**src/persona_pkg.sv**
```systemverilog
// Shared widths, register map and mover states; offsets are word addresses in the persona window
`default_nettype none

package persona_pkg;

   // Bus widths, with the register window already cut down to 14 bits by the wrapper
   localparam int csr_addr_w  = 14;
   localparam int csr_data_w  = 32;
   localparam int emif_addr_w = 25;
   localparam int emif_data_w = 512;
   localparam int operand_w   = 16;
   localparam int product_w   = 32;

   typedef logic [csr_addr_w-1:0]  csr_addr_t;
   typedef logic [csr_data_w-1:0]  csr_data_t;
   typedef logic [emif_addr_w-1:0] emif_addr_t;
   typedef logic [emif_data_w-1:0] emif_data_t;
   typedef logic [operand_w-1:0]   operand_t;
   typedef logic [product_w-1:0]   product_t;

   // Register offsets
   localparam csr_addr_t reg_operand_a   = 14'd0;
   localparam csr_addr_t reg_operand_b   = 14'd1;
   localparam csr_addr_t reg_product     = 14'd2;
   localparam csr_addr_t reg_emif_addr   = 14'd3;
   localparam csr_addr_t reg_command     = 14'd4;
   localparam csr_addr_t reg_status      = 14'd5;
   localparam csr_addr_t reg_persona_id  = 14'd6;
   localparam csr_addr_t reg_loaded_word = 14'd7;

   // Identifier returned by reg_persona_id so software can tell which persona is loaded
   localparam csr_data_t persona_id = 32'hD5B0_0001;

   // Cycles from a mult_start write to the product showing up in reg_product
   localparam int mult_latency = 3;

   // Bit positions in reg_command
   localparam int cmd_mult_start_bit = 0;
   localparam int cmd_store_bit      = 1;
   localparam int cmd_load_bit       = 2;

   // Bit positions in reg_status
   localparam int status_product_valid_bit = 0;
   localparam int status_mover_busy_bit    = 1;
   localparam int status_mover_done_bit    = 2;

   typedef enum logic [1:0] {
      idle,
      write_wait,
      read_wait,
      read_data
   } mover_state_t;

endpackage

`default_nettype wire

```
**src/csr_bus_if.sv**
```systemverilog
// Register bus inside the persona; the core never stalls after the first cycle out of reset
`timescale 1ns/1ps
`default_nettype none

interface csr_bus_if;

   // Request side, driven by the wrapper
   logic                   read;
   logic                   write;
   persona_pkg::csr_addr_t address;
   persona_pkg::csr_data_t writedata;

   // Response side, driven by the core
   persona_pkg::csr_data_t readdata;
   logic                   readdatavalid;
   logic                   waitrequest;

   // The wrapper issues reads and writes
   modport host (
      output read, write, address, writedata,
      input  readdata, readdatavalid, waitrequest
   );

   // The persona core answers them
   modport agent (
      input  read, write, address, writedata,
      output readdata, readdatavalid, waitrequest
   );

endinterface

`default_nettype wire

```
**src/emif_bus_if.sv**
```systemverilog
// Single-beat, full-width memory bus; no burst or byte-enable signals are carried
`timescale 1ns/1ps
`default_nettype none

interface emif_bus_if;

   logic                    read;
   logic                    write;
   persona_pkg::emif_addr_t address;
   persona_pkg::emif_data_t writedata;
   persona_pkg::emif_data_t readdata;
   logic                    readdatavalid;
   logic                    waitrequest;

   // The mover holds its request and address until waitrequest is seen low
   modport master (
      output read, write, address, writedata,
      input  readdata, readdatavalid, waitrequest
   );

   // The wrapper side faces the external memory controller
   modport slave (
      input  read, write, address, writedata,
      output readdata, readdatavalid, waitrequest
   );

endinterface

`default_nettype wire

```
**src/dsp_mult_pipe.sv**
```systemverilog
// Unsigned 16x16 multiplier, three stages deep; a new pair every cycle and results in order
`timescale 1ns/1ps
`default_nettype none

module dsp_mult_pipe (
   input  wire                          pr_region_clk,
   input  wire                          rst,
   input  wire                          start,
   input  wire persona_pkg::operand_t   operand_a,
   input  wire persona_pkg::operand_t   operand_b,
   output persona_pkg::product_t        product,
   output logic                         product_strobe
);

   // Stage 1 holds the operands
   persona_pkg::operand_t a_s1;
   persona_pkg::operand_t b_s1;
   logic                  v_s1;
   // Stage 2 holds two partial products, one per byte of operand B
   logic [23:0]           pp_lo_s2;
   logic [23:0]           pp_hi_s2;
   logic                  v_s2;
   // Stage 3 holds the summed result
   persona_pkg::product_t p_s3;
   logic                  v_s3;

   // Valid bits move down the stages in step with their data
   always_ff @(posedge pr_region_clk) begin
      if (rst) begin
         v_s1 <= 1'b0;
         v_s2 <= 1'b0;
         v_s3 <= 1'b0;
      end else begin
         v_s1 <= start;
         v_s2 <= v_s1;
         v_s3 <= v_s2;
      end
   end

   always_ff @(posedge pr_region_clk) begin
      a_s1     <= operand_a;
      b_s1     <= operand_b;
      pp_lo_s2 <= a_s1 * b_s1[7:0];
      pp_hi_s2 <= a_s1 * b_s1[15:8];
      // High partial product is shifted up one byte before the add
      p_s3     <= {8'd0, pp_lo_s2} + {pp_hi_s2, 8'd0};
   end

   assign product        = p_s3;
   assign product_strobe = v_s3;

endmodule

`default_nettype wire

```
**src/emif_result_mover.sv**
```systemverilog
// Moves one product to DDR or one word back from it; commands that arrive while busy are dropped
`timescale 1ns/1ps
`default_nettype none

module emif_result_mover (
   input  wire                          pr_region_clk,
   input  wire                          rst,
   input  wire                          store,
   input  wire                          load,
   input  wire persona_pkg::emif_addr_t address,
   input  wire persona_pkg::product_t   product,
   emif_bus_if.master                   emif,
   output persona_pkg::csr_data_t       loaded_word,
   output logic                         busy,
   output logic                         done
);

   persona_pkg::mover_state_t state_q;
   persona_pkg::emif_addr_t   addr_q;
   persona_pkg::product_t     data_q;
   persona_pkg::csr_data_t    loaded_q;
   logic                      done_q;

   always_ff @(posedge pr_region_clk) begin
      if (rst) begin
         state_q <= persona_pkg::idle;
         done_q  <= 1'b0;
      end else begin
         case (state_q)
            persona_pkg::idle: begin
               // Store takes priority if both bits are set in the same command
               if (store) begin
                  state_q <= persona_pkg::write_wait;
                  done_q  <= 1'b0;
               end else if (load) begin
                  state_q <= persona_pkg::read_wait;
                  done_q  <= 1'b0;
               end
            end
            persona_pkg::write_wait: begin
               if (!emif.waitrequest) begin
                  state_q <= persona_pkg::idle;
                  done_q  <= 1'b1;
               end
            end
            persona_pkg::read_wait: begin
               // Read accepted, the data follows on a later cycle
               if (!emif.waitrequest) begin
                  state_q <= persona_pkg::read_data;
               end
            end
            persona_pkg::read_data: begin
               if (emif.readdatavalid) begin
                  state_q <= persona_pkg::idle;
                  done_q  <= 1'b1;
               end
            end
            default: state_q <= persona_pkg::idle;
         endcase
      end
   end

   // Address and product are captured once, so later register writes cannot disturb a transfer
   always_ff @(posedge pr_region_clk) begin
      if (state_q == persona_pkg::idle && (store || load)) begin
         addr_q <= address;
         data_q <= product;
      end
      if (state_q == persona_pkg::read_data && emif.readdatavalid) begin
         loaded_q <= emif.readdata[31:0];
      end
   end

   // Request lines come straight from the state, so they hold until waitrequest drops
   assign emif.write     = (state_q == persona_pkg::write_wait);
   assign emif.read      = (state_q == persona_pkg::read_wait);
   assign emif.address   = addr_q;
   // Product sits in the low 32 bits of the word, the rest is zero
   assign emif.writedata = persona_pkg::emif_data_t'(data_q);

   assign loaded_word = loaded_q;
   assign busy        = (state_q != persona_pkg::idle);
   assign done        = done_q;

endmodule

`default_nettype wire

```
**src/basic_dsp_persona.sv**
```systemverilog
// Persona core; read data returns one cycle after each accepted read, and unmapped reads give zero
`timescale 1ns/1ps
`default_nettype none

module basic_dsp_persona (
   input  wire        pr_region_clk,
   input  wire        rst,
   csr_bus_if.agent   csr,
   emif_bus_if.master emif
);

   logic                    wait_q;
   logic                    rd_accept;
   logic                    wr_accept;
   logic                    cmd_write;
   logic                    mult_start;
   logic                    store_cmd;
   logic                    load_cmd;
   persona_pkg::csr_data_t  operand_a_q;
   persona_pkg::csr_data_t  operand_b_q;
   persona_pkg::emif_addr_t emif_addr_q;
   persona_pkg::product_t   mult_product;
   logic                    mult_strobe;
   persona_pkg::product_t   product_q;
   logic                    product_valid_q;
   persona_pkg::csr_data_t  loaded_word;
   logic                    mover_busy;
   logic                    mover_done;
   persona_pkg::csr_data_t  status_word;
   persona_pkg::csr_data_t  rd_mux;
   persona_pkg::csr_data_t  readdata_q;
   logic                    readdatavalid_q;

   // Stall the bus during reset and one cycle beyond, then never again
   always_ff @(posedge pr_region_clk) begin
      if (rst) begin
         wait_q <= 1'b1;
      end else begin
         wait_q <= 1'b0;
      end
   end

   assign csr.waitrequest = wait_q;
   assign rd_accept       = csr.read & ~wait_q;
   assign wr_accept       = csr.write & ~wait_q;

   // Command bits turn into single-cycle pulses at the accepting edge
   assign cmd_write  = wr_accept && (csr.address == persona_pkg::reg_command);
   assign mult_start = cmd_write & csr.writedata[persona_pkg::cmd_mult_start_bit];
   assign store_cmd  = cmd_write & csr.writedata[persona_pkg::cmd_store_bit];
   assign load_cmd   = cmd_write & csr.writedata[persona_pkg::cmd_load_bit];

   // Writable registers
   always_ff @(posedge pr_region_clk) begin
      if (rst) begin
         operand_a_q <= '0;
         operand_b_q <= '0;
         emif_addr_q <= '0;
      end else if (wr_accept) begin
         case (csr.address)
            persona_pkg::reg_operand_a: operand_a_q <= csr.writedata;
            persona_pkg::reg_operand_b: operand_b_q <= csr.writedata;
            persona_pkg::reg_emif_addr: emif_addr_q <= persona_pkg::emif_addr_t'(csr.writedata);
            default: ;
         endcase
      end
   end

   // Operands enter the pipe from the register values held at the start edge
   dsp_mult_pipe u_mult (
      .pr_region_clk  (pr_region_clk),
      .rst            (rst),
      .start          (mult_start),
      .operand_a      (operand_a_q[15:0]),
      .operand_b      (operand_b_q[15:0]),
      .product        (mult_product),
      .product_strobe (mult_strobe)
   );

   // A new start invalidates the old product, and this wins over a strobe from an older pair
   always_ff @(posedge pr_region_clk) begin
      if (rst) begin
         product_q       <= '0;
         product_valid_q <= 1'b0;
      end else begin
         if (mult_strobe) begin
            product_q <= mult_product;
         end
         if (mult_start) begin
            product_valid_q <= 1'b0;
         end else if (mult_strobe) begin
            product_valid_q <= 1'b1;
         end
      end
   end

   emif_result_mover u_mover (
      .pr_region_clk (pr_region_clk),
      .rst           (rst),
      .store         (store_cmd),
      .load          (load_cmd),
      .address       (emif_addr_q),
      .product       (product_q),
      .emif          (emif),
      .loaded_word   (loaded_word),
      .busy          (mover_busy),
      .done          (mover_done)
   );

   always_comb begin
      status_word = '0;
      status_word[persona_pkg::status_product_valid_bit] = product_valid_q;
      status_word[persona_pkg::status_mover_busy_bit]    = mover_busy;
      status_word[persona_pkg::status_mover_done_bit]    = mover_done;
   end

   // Read mux; reg_command is write only and so falls into the zero default
   always_comb begin
      case (csr.address)
         persona_pkg::reg_operand_a:   rd_mux = operand_a_q;
         persona_pkg::reg_operand_b:   rd_mux = operand_b_q;
         persona_pkg::reg_product:     rd_mux = product_q;
         persona_pkg::reg_emif_addr:   rd_mux = persona_pkg::csr_data_t'(emif_addr_q);
         persona_pkg::reg_status:      rd_mux = status_word;
         persona_pkg::reg_persona_id:  rd_mux = persona_pkg::persona_id;
         persona_pkg::reg_loaded_word: rd_mux = loaded_word;
         default:                      rd_mux = '0;
      endcase
   end

   // The valid flag pulses for one cycle, the data word just holds its last value
   always_ff @(posedge pr_region_clk) begin
      if (rst) begin
         readdatavalid_q <= 1'b0;
      end else begin
         readdatavalid_q <= rd_accept;
      end
      if (rd_accept) begin
         readdata_q <= rd_mux;
      end
   end

   assign csr.readdata      = readdata_q;
   assign csr.readdatavalid = readdatavalid_q;

endmodule

`default_nettype wire

```
**src/basic_dsp_persona_top.sv**
```systemverilog
// Fixed PR wrapper; address bits 15:14 are ignored so each register shows up at four aliases
`timescale 1ns/1ps
`default_nettype none

module basic_dsp_persona_top (
   input  wire          pr_region_clk,
   input  wire          rst,

   // PR handshake with the static region
   input  wire          pr_handshake_start_req,
   input  wire          pr_handshake_stop_req,
   output logic         pr_handshake_start_ack,
   output logic         pr_handshake_stop_ack,

   // Register bus from the host
   input  wire          pr_region_avmm_read,
   input  wire          pr_region_avmm_write,
   input  wire [15:0]   pr_region_avmm_address,
   input  wire [31:0]   pr_region_avmm_writedata,
   output logic [31:0]  pr_region_avmm_readdata,
   output logic         pr_region_avmm_readdatavalid,
   output logic         pr_region_avmm_waitrequest,

   // External DDR memory bus
   output logic         emif_avmm_read,
   output logic         emif_avmm_write,
   output logic [24:0]  emif_avmm_address,
   output logic [511:0] emif_avmm_writedata,
   input  wire [511:0]  emif_avmm_readdata,
   input  wire          emif_avmm_readdatavalid,
   input  wire          emif_avmm_waitrequest
);

   csr_bus_if  csr_bus ();
   emif_bus_if emif_bus ();

   // Each ack follows its request one cycle later, in both directions
   always_ff @(posedge pr_region_clk) begin
      if (rst) begin
         pr_handshake_start_ack <= 1'b0;
         pr_handshake_stop_ack  <= 1'b0;
      end else begin
         pr_handshake_start_ack <= pr_handshake_start_req;
         pr_handshake_stop_ack  <= pr_handshake_stop_req;
      end
   end

   // Only the low 14 address bits reach the core, the top two select the region
   assign csr_bus.read      = pr_region_avmm_read;
   assign csr_bus.write     = pr_region_avmm_write;
   assign csr_bus.address   = pr_region_avmm_address[13:0];
   assign csr_bus.writedata = pr_region_avmm_writedata;

   // Responses pass straight out with no added cycle
   assign pr_region_avmm_readdata      = csr_bus.readdata;
   assign pr_region_avmm_readdatavalid = csr_bus.readdatavalid;
   assign pr_region_avmm_waitrequest   = csr_bus.waitrequest;

   // The memory interface maps one to one onto the DDR ports
   assign emif_avmm_read         = emif_bus.read;
   assign emif_avmm_write        = emif_bus.write;
   assign emif_avmm_address      = emif_bus.address;
   assign emif_avmm_writedata    = emif_bus.writedata;
   assign emif_bus.readdata      = emif_avmm_readdata;
   assign emif_bus.readdatavalid = emif_avmm_readdatavalid;
   assign emif_bus.waitrequest   = emif_avmm_waitrequest;

   basic_dsp_persona u_pr_core (
      .pr_region_clk (pr_region_clk),
      .rst           (rst),
      .csr           (csr_bus),
      .emif          (emif_bus)
   );

endmodule

`default_nettype wire

```
**config.mk**
```make
export PLATFORM = sky130hd
export DESIGN_NAME = basic_dsp_persona_top
export DESIGN_NICKNAME = d
export VERILOG_FILES = /design/src/persona_pkg.sv /design/src/csr_bus_if.sv /design/src/emif_bus_if.sv /design/src/dsp_mult_pipe.sv /design/src/emif_result_mover.sv /design/src/basic_dsp_persona.sv /design/src/basic_dsp_persona_top.sv
export SDC_FILE = /design/constraint.sdc
export NUM_CORES = 1
export LEC_CHECK = 0
export ABC_AREA = 1
export BUFFER_PORTS_ARGS = -buffer_cell sky130_fd_sc_hd__buf_2
export CORE_AREA = 2 2 441 443
export DETAILED_ROUTE_END_ITERATION = 10
export DIE_AREA = 0 0 443 445
export SLEW_MARGIN = 20
export SYNTH_ARGS = -nofsm -noshare
export SYNTH_HDL_FRONTEND = slang
export SYNTH_SLANG_ARGS = --single-unit
```
**constraint.sdc**
```tcl
create_clock -name pr_region_clk -period 8.2 [get_ports pr_region_clk]
set_clock_uncertainty 0.1 [all_clocks]
set_input_delay 1.64 -clock pr_region_clk [delete_from_list [all_inputs] [get_ports pr_region_clk]]
set_output_delay 1.64 -clock pr_region_clk [all_outputs]
set_load 0.02 [all_outputs]
```
======== Word level (Yosys, flattened, before mapping) ========
Cells that the tools add are included.
storage, ports and cells
  bits in writable memories ............... 0
  memories ................................ 0
  bits in latches ......................... 0
  ROM bits ................................ 0
  bits in registers ....................... 365
  input bits .............................. 568
  logic and storage cells ................. 73
cells by class
  shifts and indexed selects .............. 0
  reductions and logical operators ........ 14
  $lt $le $gt $ge ......................... 0
  equality and inequality tests ........... 14
  divide/modulo/power cells ............... 0
  muxes and demuxes ....................... 13
  multipliers ............................. 2
  $add $sub $neg .......................... 1
  bitwise gates (word level) .............. 6
operators by type and width
  kind                 number
  $pmux 32 s7          1
  $eq 14x3->1 const B  4
  $mul 16x8->24        2
  $add 24x32->32       1
  $eq 14x2->1 const B  2
  $eq 14x1->1 const B  1
  $logic_not 14->1     1
  $mux 2               5
  $pmux 2 s4           1
  $reduce_and 4->1     2
  $ne 2x2->1 const B   3
  $reduce_and 2->1     3
  $and 1x1->1          5
  $mux 1               5
  $eq 2x2->1 const B   2
  $logic_and 1x1->1    3
  $ne 3x3->1 const B   1
  $pmux 1 s3           1
  $reduce_bool 3->1    1
  $eq 2x1->1 const B   1
  $logic_not 2->1      1
  $reduce_bool 2->1    1
  $reduce_or 2->1      1
  $logic_or 1x1->1     1
  $not 1->1            1

======== Depth between registers and ports, before layout ========
  depth after elaboration ................. 7
  depth in mapped cells ................... 23

======== Modules after synthesis ========
From an unflattened synthesis, not the netlist that was laid out.
second synthesis, totals
  cells, all modules ...................... 3612
  area, all modules ....................... 26969.6 um^2
modules (own cells, without submodules)
  module                 times used  sequential area each (um^2)  cells each  area an instance (um^2)
  dsp_mult_pipe          1           2302.2                       1884        13081.3
  basic_dsp_persona      1           3443.3                       1119        7368.3
  emif_result_mover      1           2732.6                       603         6465.0
  basic_dsp_persona_top  1           40.0                         6           55.1

======== Worst setup path before layout ========
Ideal clock, no wire load.
  path type ............................... input to register
  from .................................... in pr_region_avmm_write
  to ...................................... reg u_pr_core.u_mover.data_q[0], enable pin
  stages .................................. 6
  setup slack ............................. 1113 ps
  setup time .............................. 559 ps
  data arrival time ....................... 6428 ps
  cell sequence ........................... inv_1 > nor2_2 > nand2_1 > nor2_1 > nand3_1 > a21boi_0
on the way
  longest elaborated chain between the ends .. 5
  elaborated cells between the ends (all ways) .. 6
  those cells by class .................... 3 x bitwise; 3 x reduce/logical
ends and longest elaborated chain
  item                                   RTL line                                          source
  from (decl)                            basic_dsp_persona_top.sv:17                       input wire pr_region_avmm_write,
  $and 1x1->1 *                          basic_dsp_persona.sv:45                           assign wr_accept = csr.write & ~wait_q;
  $logic_and 1x1->1 *                    basic_dsp_persona.sv:48                           assign cmd_write = wr_accept && (csr.address == persona_pkg::reg_command);
  $and 1x1->1, on equally long branches  basic_dsp_persona.sv:50, basic_dsp_persona.sv:51
  $logic_or 1x1->1 *                     emif_result_mover.sv:65                           if (state_q == persona_pkg::idle && (store || load)) begin
  $logic_and 1x1->1 *                    emif_result_mover.sv:65
  to (signal assigned)                   emif_result_mover.sv:67                           data_q <= product;
  to (decl)                              emif_result_mover.sv:20                           persona_pkg::product_t data_q;
Mark *: on every way between the ends. The rest lies on a longest branch, timed or not.
A chain may end at the register's enable or synchronous reset.

======== Worst setup path in the final report ========
  from .................................... reg u_pr_core.u_mult.a_s1[3]
  to ...................................... reg u_pr_core.u_mult.pp_lo_s2[18]
on the way
  longest elaborated chain between the ends .. 1
ends and longest elaborated chain
  item                    RTL line             source
  from (decl)             dsp_mult_pipe.sv:16  persona_pkg::operand_t a_s1;
  from (signal assigned)  dsp_mult_pipe.sv:41  a_s1 <= operand_a;
  $mul 16x8->24           dsp_mult_pipe.sv:43  pp_lo_s2 <= a_s1 * b_s1[7:0];
  to (signal assigned)    dsp_mult_pipe.sv:43
  to (decl)               dsp_mult_pipe.sv:20  logic [23:0] pp_lo_s2;
No other way between the ends.

==> results.yml <==
status:
  outcome: "finished, final reports clean"
worst_hold_path:
  worstHoldPathType: "register to register"
  hp-start: "u_pr_core.u_mult.pp_lo_s2[6]"
clocking:
  ctsLongestPathBuffers: 3
  cts_tree: "yes"
  clock_latency_ps: 550
  h-tree-depth: 2
  numCtsBuffers: 35
  clk_pin_slew_ps: 70
  post_cts_resize_count: 0
  clkSinkCount: 365
  hold_buffers: 0
  cts_setup_buffers: 0
  root_buffer: "clkbuf_16"
die:
  die_y_um: 445
  fp.dieW_um: 443
  die_area_um2: 197000
  start_util_pct: 13.3
  io_pins: 1143
  coreArea_um2: 192000
  std_cell_rows: 161
global_route:
  grt_usage_pct: 6.70
  grt_max_degree: 62
  grt-ovfl-total: 0
  antenna_found_initial: 5
  grt_pass1_wl_mm: 105
  grt_pass1_vias: 17900
critical_path:
  worst-setup-path-type: "register to register"
  r2r_start: "u_pr_core.u_mult.a_s1[3]"
  cp-end-kind: "register"
  cp-startpoint: "u_pr_core.u_mult.a_s1[3]"
  critPathMaxFanout: 16
  path_cells: "nand2_1 -> fa_1 -> fa_1 -> inv_1 -> fa_1 -> inv_1 -> fa_1 -> inv_1 -> ha_1 -> a21oi_1 -> a21boi_0 -> o21ai_0 -> nand2_1 -> nand2_1 -> nand2_1 -> nand2_1"
  crit_top_cell: "nand2_1"
  critPathArrivalTime_ps: 5350
  start_kind: "register"
  cpPeakStageDelay_ps: 950
  critPathSlowestCell: "dfxtp_1"
  required_ps: 8490
detailed_routing:
  drc: 0
  drtIter0Drc: 1475
  vias: 19000
  ant_nets: 0
  wirelength_mm: 69.8
  dr.pass1.iters: 6
  vias_per_cell: 3.27
  post_drt_wl_per_cell_um: 12.0
synth:
  synth_cell_types: 41
  synth_cells: 3141
  postSynthAreaPerCell_um2: 8.13
  netlist_area_um2: 25500
  ys_seq_area_share_pct: 33.3
  async_flop_share_pct: 0
  synth_warnings: 0
  synth-seq-cells: 365
  synth_edf_count: 121
  synth_ff_type: "dfxtp_1"
layout:
  fillCellCount: 21800
  layout_commonest_cell: "nand2_1"
  fin_nets: 4090
  areaGrowthSynthToFinish_pct: 12.0
  layout_common_cells: "nand2_1, inv_1, conb_1"
  stdcell_count: 5802
  final_util_pct: 14.9
  drive_above_1_share_pct: 8.30
  n_antenna_cell: 0
pwr:
  total_power_w: 0.00383
  leakage_nw: 14.6
  pwr-share-comb_pct: 7.7
  seq_power_share_pct: 48.8
  swShare_pct: 26.0
  clock_power_share_pct: 43.5
  irDropWorstVdd_mv: 0.114
  p_int_w: 0.00283
  power.density_nw_per_um2: 134
  p_sw_w: 0.000997
sta:
  rsz0062_at_grt: "false"
  period_minus_slack_ps: 5060
  period_share_pct: 61.7
  fin_ws_ps: 3140
  max_freq_mhz: 197
  finalSetupViolations: 0
  hold_viol_final: 0
  relSlewSlack_pct: 33.4
  finalSetupTns_ps: 0
  tightestPinTransition_ps: 996
  drv_slew: 0
place:
  dpl.hpwl_mm: 54.3
  port_buffers: 180
  dpl.cell_count: 5738
  dpl_worst_slack_ps: 3170
  gp_congestion: 0.877
flow_run:
  maxCapViolations: 0
-- power by group through the flow --
stage                     logic (W)  registers (W)  clock network [W]
after floorplan            0.000399        0.00192                  0
after global placement     0.000286        0.00191                  0
after detailed placement   0.000287        0.00191                  0
after CTS                  0.000288        0.00187            0.00170
after global routing       0.000310        0.00187            0.00176
final                      0.000293        0.00187            0.00167
-- synthesized netlist by cell type, types with 3 or more instances --
master | count | area [um2]
inv_2 | 5 | 18.8
o2111ai_1 | 6 | 52.6
buf_6 | 5 | 56.3
a21oi_1 | 160 | 801
o21bai_1 | 4 | 30.0
a21o_1 | 3 | 22.5
fa_1 | 169 | 3380
buf_2 | 19 | 95.1
dfxtp_1 | 244 | 4880
o211ai_1 | 3 | 22.5
nand2_1 | 657 | 2470
nand4_1 | 88 | 551
nand2_2 | 3 | 18.8
nand3_1 | 73 | 365
xnor2_1 | 11 | 96.3
ha_1 | 104 | 1300
edfxtp_1 | 121 | 3630
o21a_1 | 6 | 45.0
nor2_1 | 150 | 563
nor3_1 | 17 | 85.1
inv_1 | 552 | 2070
o21ai_0 | 104 | 521
xor2_1 | 33 | 289
o21ai_1 | 5 | 25.0
clkbuf_1 | 97 | 364
buf_4 | 481 | 3610
buf_1 | 3 | 11.3
-- final timing paths --
path                                         to  slack (ps)  cells past startpoint
setup / recovery  u_pr_core.u_mult.pp_lo_s2[18]        3140                     16
hold / removal      u_pr_core.u_mult.product[6]         230                      0
setup reg to reg  u_pr_core.u_mult.pp_lo_s2[18]        3140                     16
hold reg to reg     u_pr_core.u_mult.product[6]         230                      0
-- routing by layer --
metal | global-route usage (%) | routed length, um | vias to the layer above
met1 | 8.20 | 27900 | 9014
met5 | 0 | 0 | -
li1 | - | - | 8891
met4 | 2.32 | 2220 | 0
met3 | 0.656 | 5250 | 92
met2 | 12.1 | 34400 | 974
-- layout make-up --
class	count	area, um2	share of cell area (%)
timing repair buffer	197	1030	3.59
sequential	365	8520	29.8
inverter	558	2100	7.32
tap	2526	3160	11.0
multi-input combinational	2092	12600	44.1
clock buffer	47	1050	3.65
clock inverter	17	138	0.481
-- cell families after synthesis --
family,after synthesis,share of synthesized area (%)
buffers and inverters,1163,24.4
AND/OR/NAND/NOR,999,16.3
flip-flops,365,33.3
AO/OA/AOI/OAI,296,6.09
adder cells (fa/ha/maj),273,18.3
XOR/XNOR,44,1.51
other,1,0.0147
-- metrics by stage --
step	cell area (um2)	hold WS, ps
finish	28600	226
global route	28600	235
CTS	28600	229
detailed placement	27400	216
global placement	27400	212
floorplan	27300	210
-- sequential cells by signal, summed over array words and instances (netlist names), 25 cells and up --
register,count
u_pr_core.operand_a_q,32
u_pr_core.u_mover.loaded_word,32
u_pr_core.csr.readdata,32
u_pr_core.operand_b_q,32
u_pr_core.u_mover.emif.address,25
u_pr_core.u_mult.product,32
u_pr_core.u_mover.data_q,32
u_pr_core.emif_addr_q,25
u_pr_core.product_q,32
-- critical path, delay by kind of cell (launching register included) --
| family | cells | cell delay (ps) |
|---|---|---|
| buffers and inverters | 3 | 150 |
| AO/OA/AOI/OAI | 3 | 790 |
| flip-flops | 1 | 950 |
| adder cells (fa/ha/maj) | 5 | 2340 |
| AND/OR/NAND/NOR | 5 | 560 |
No activity file was read; power rests on OpenSTA's default activity.
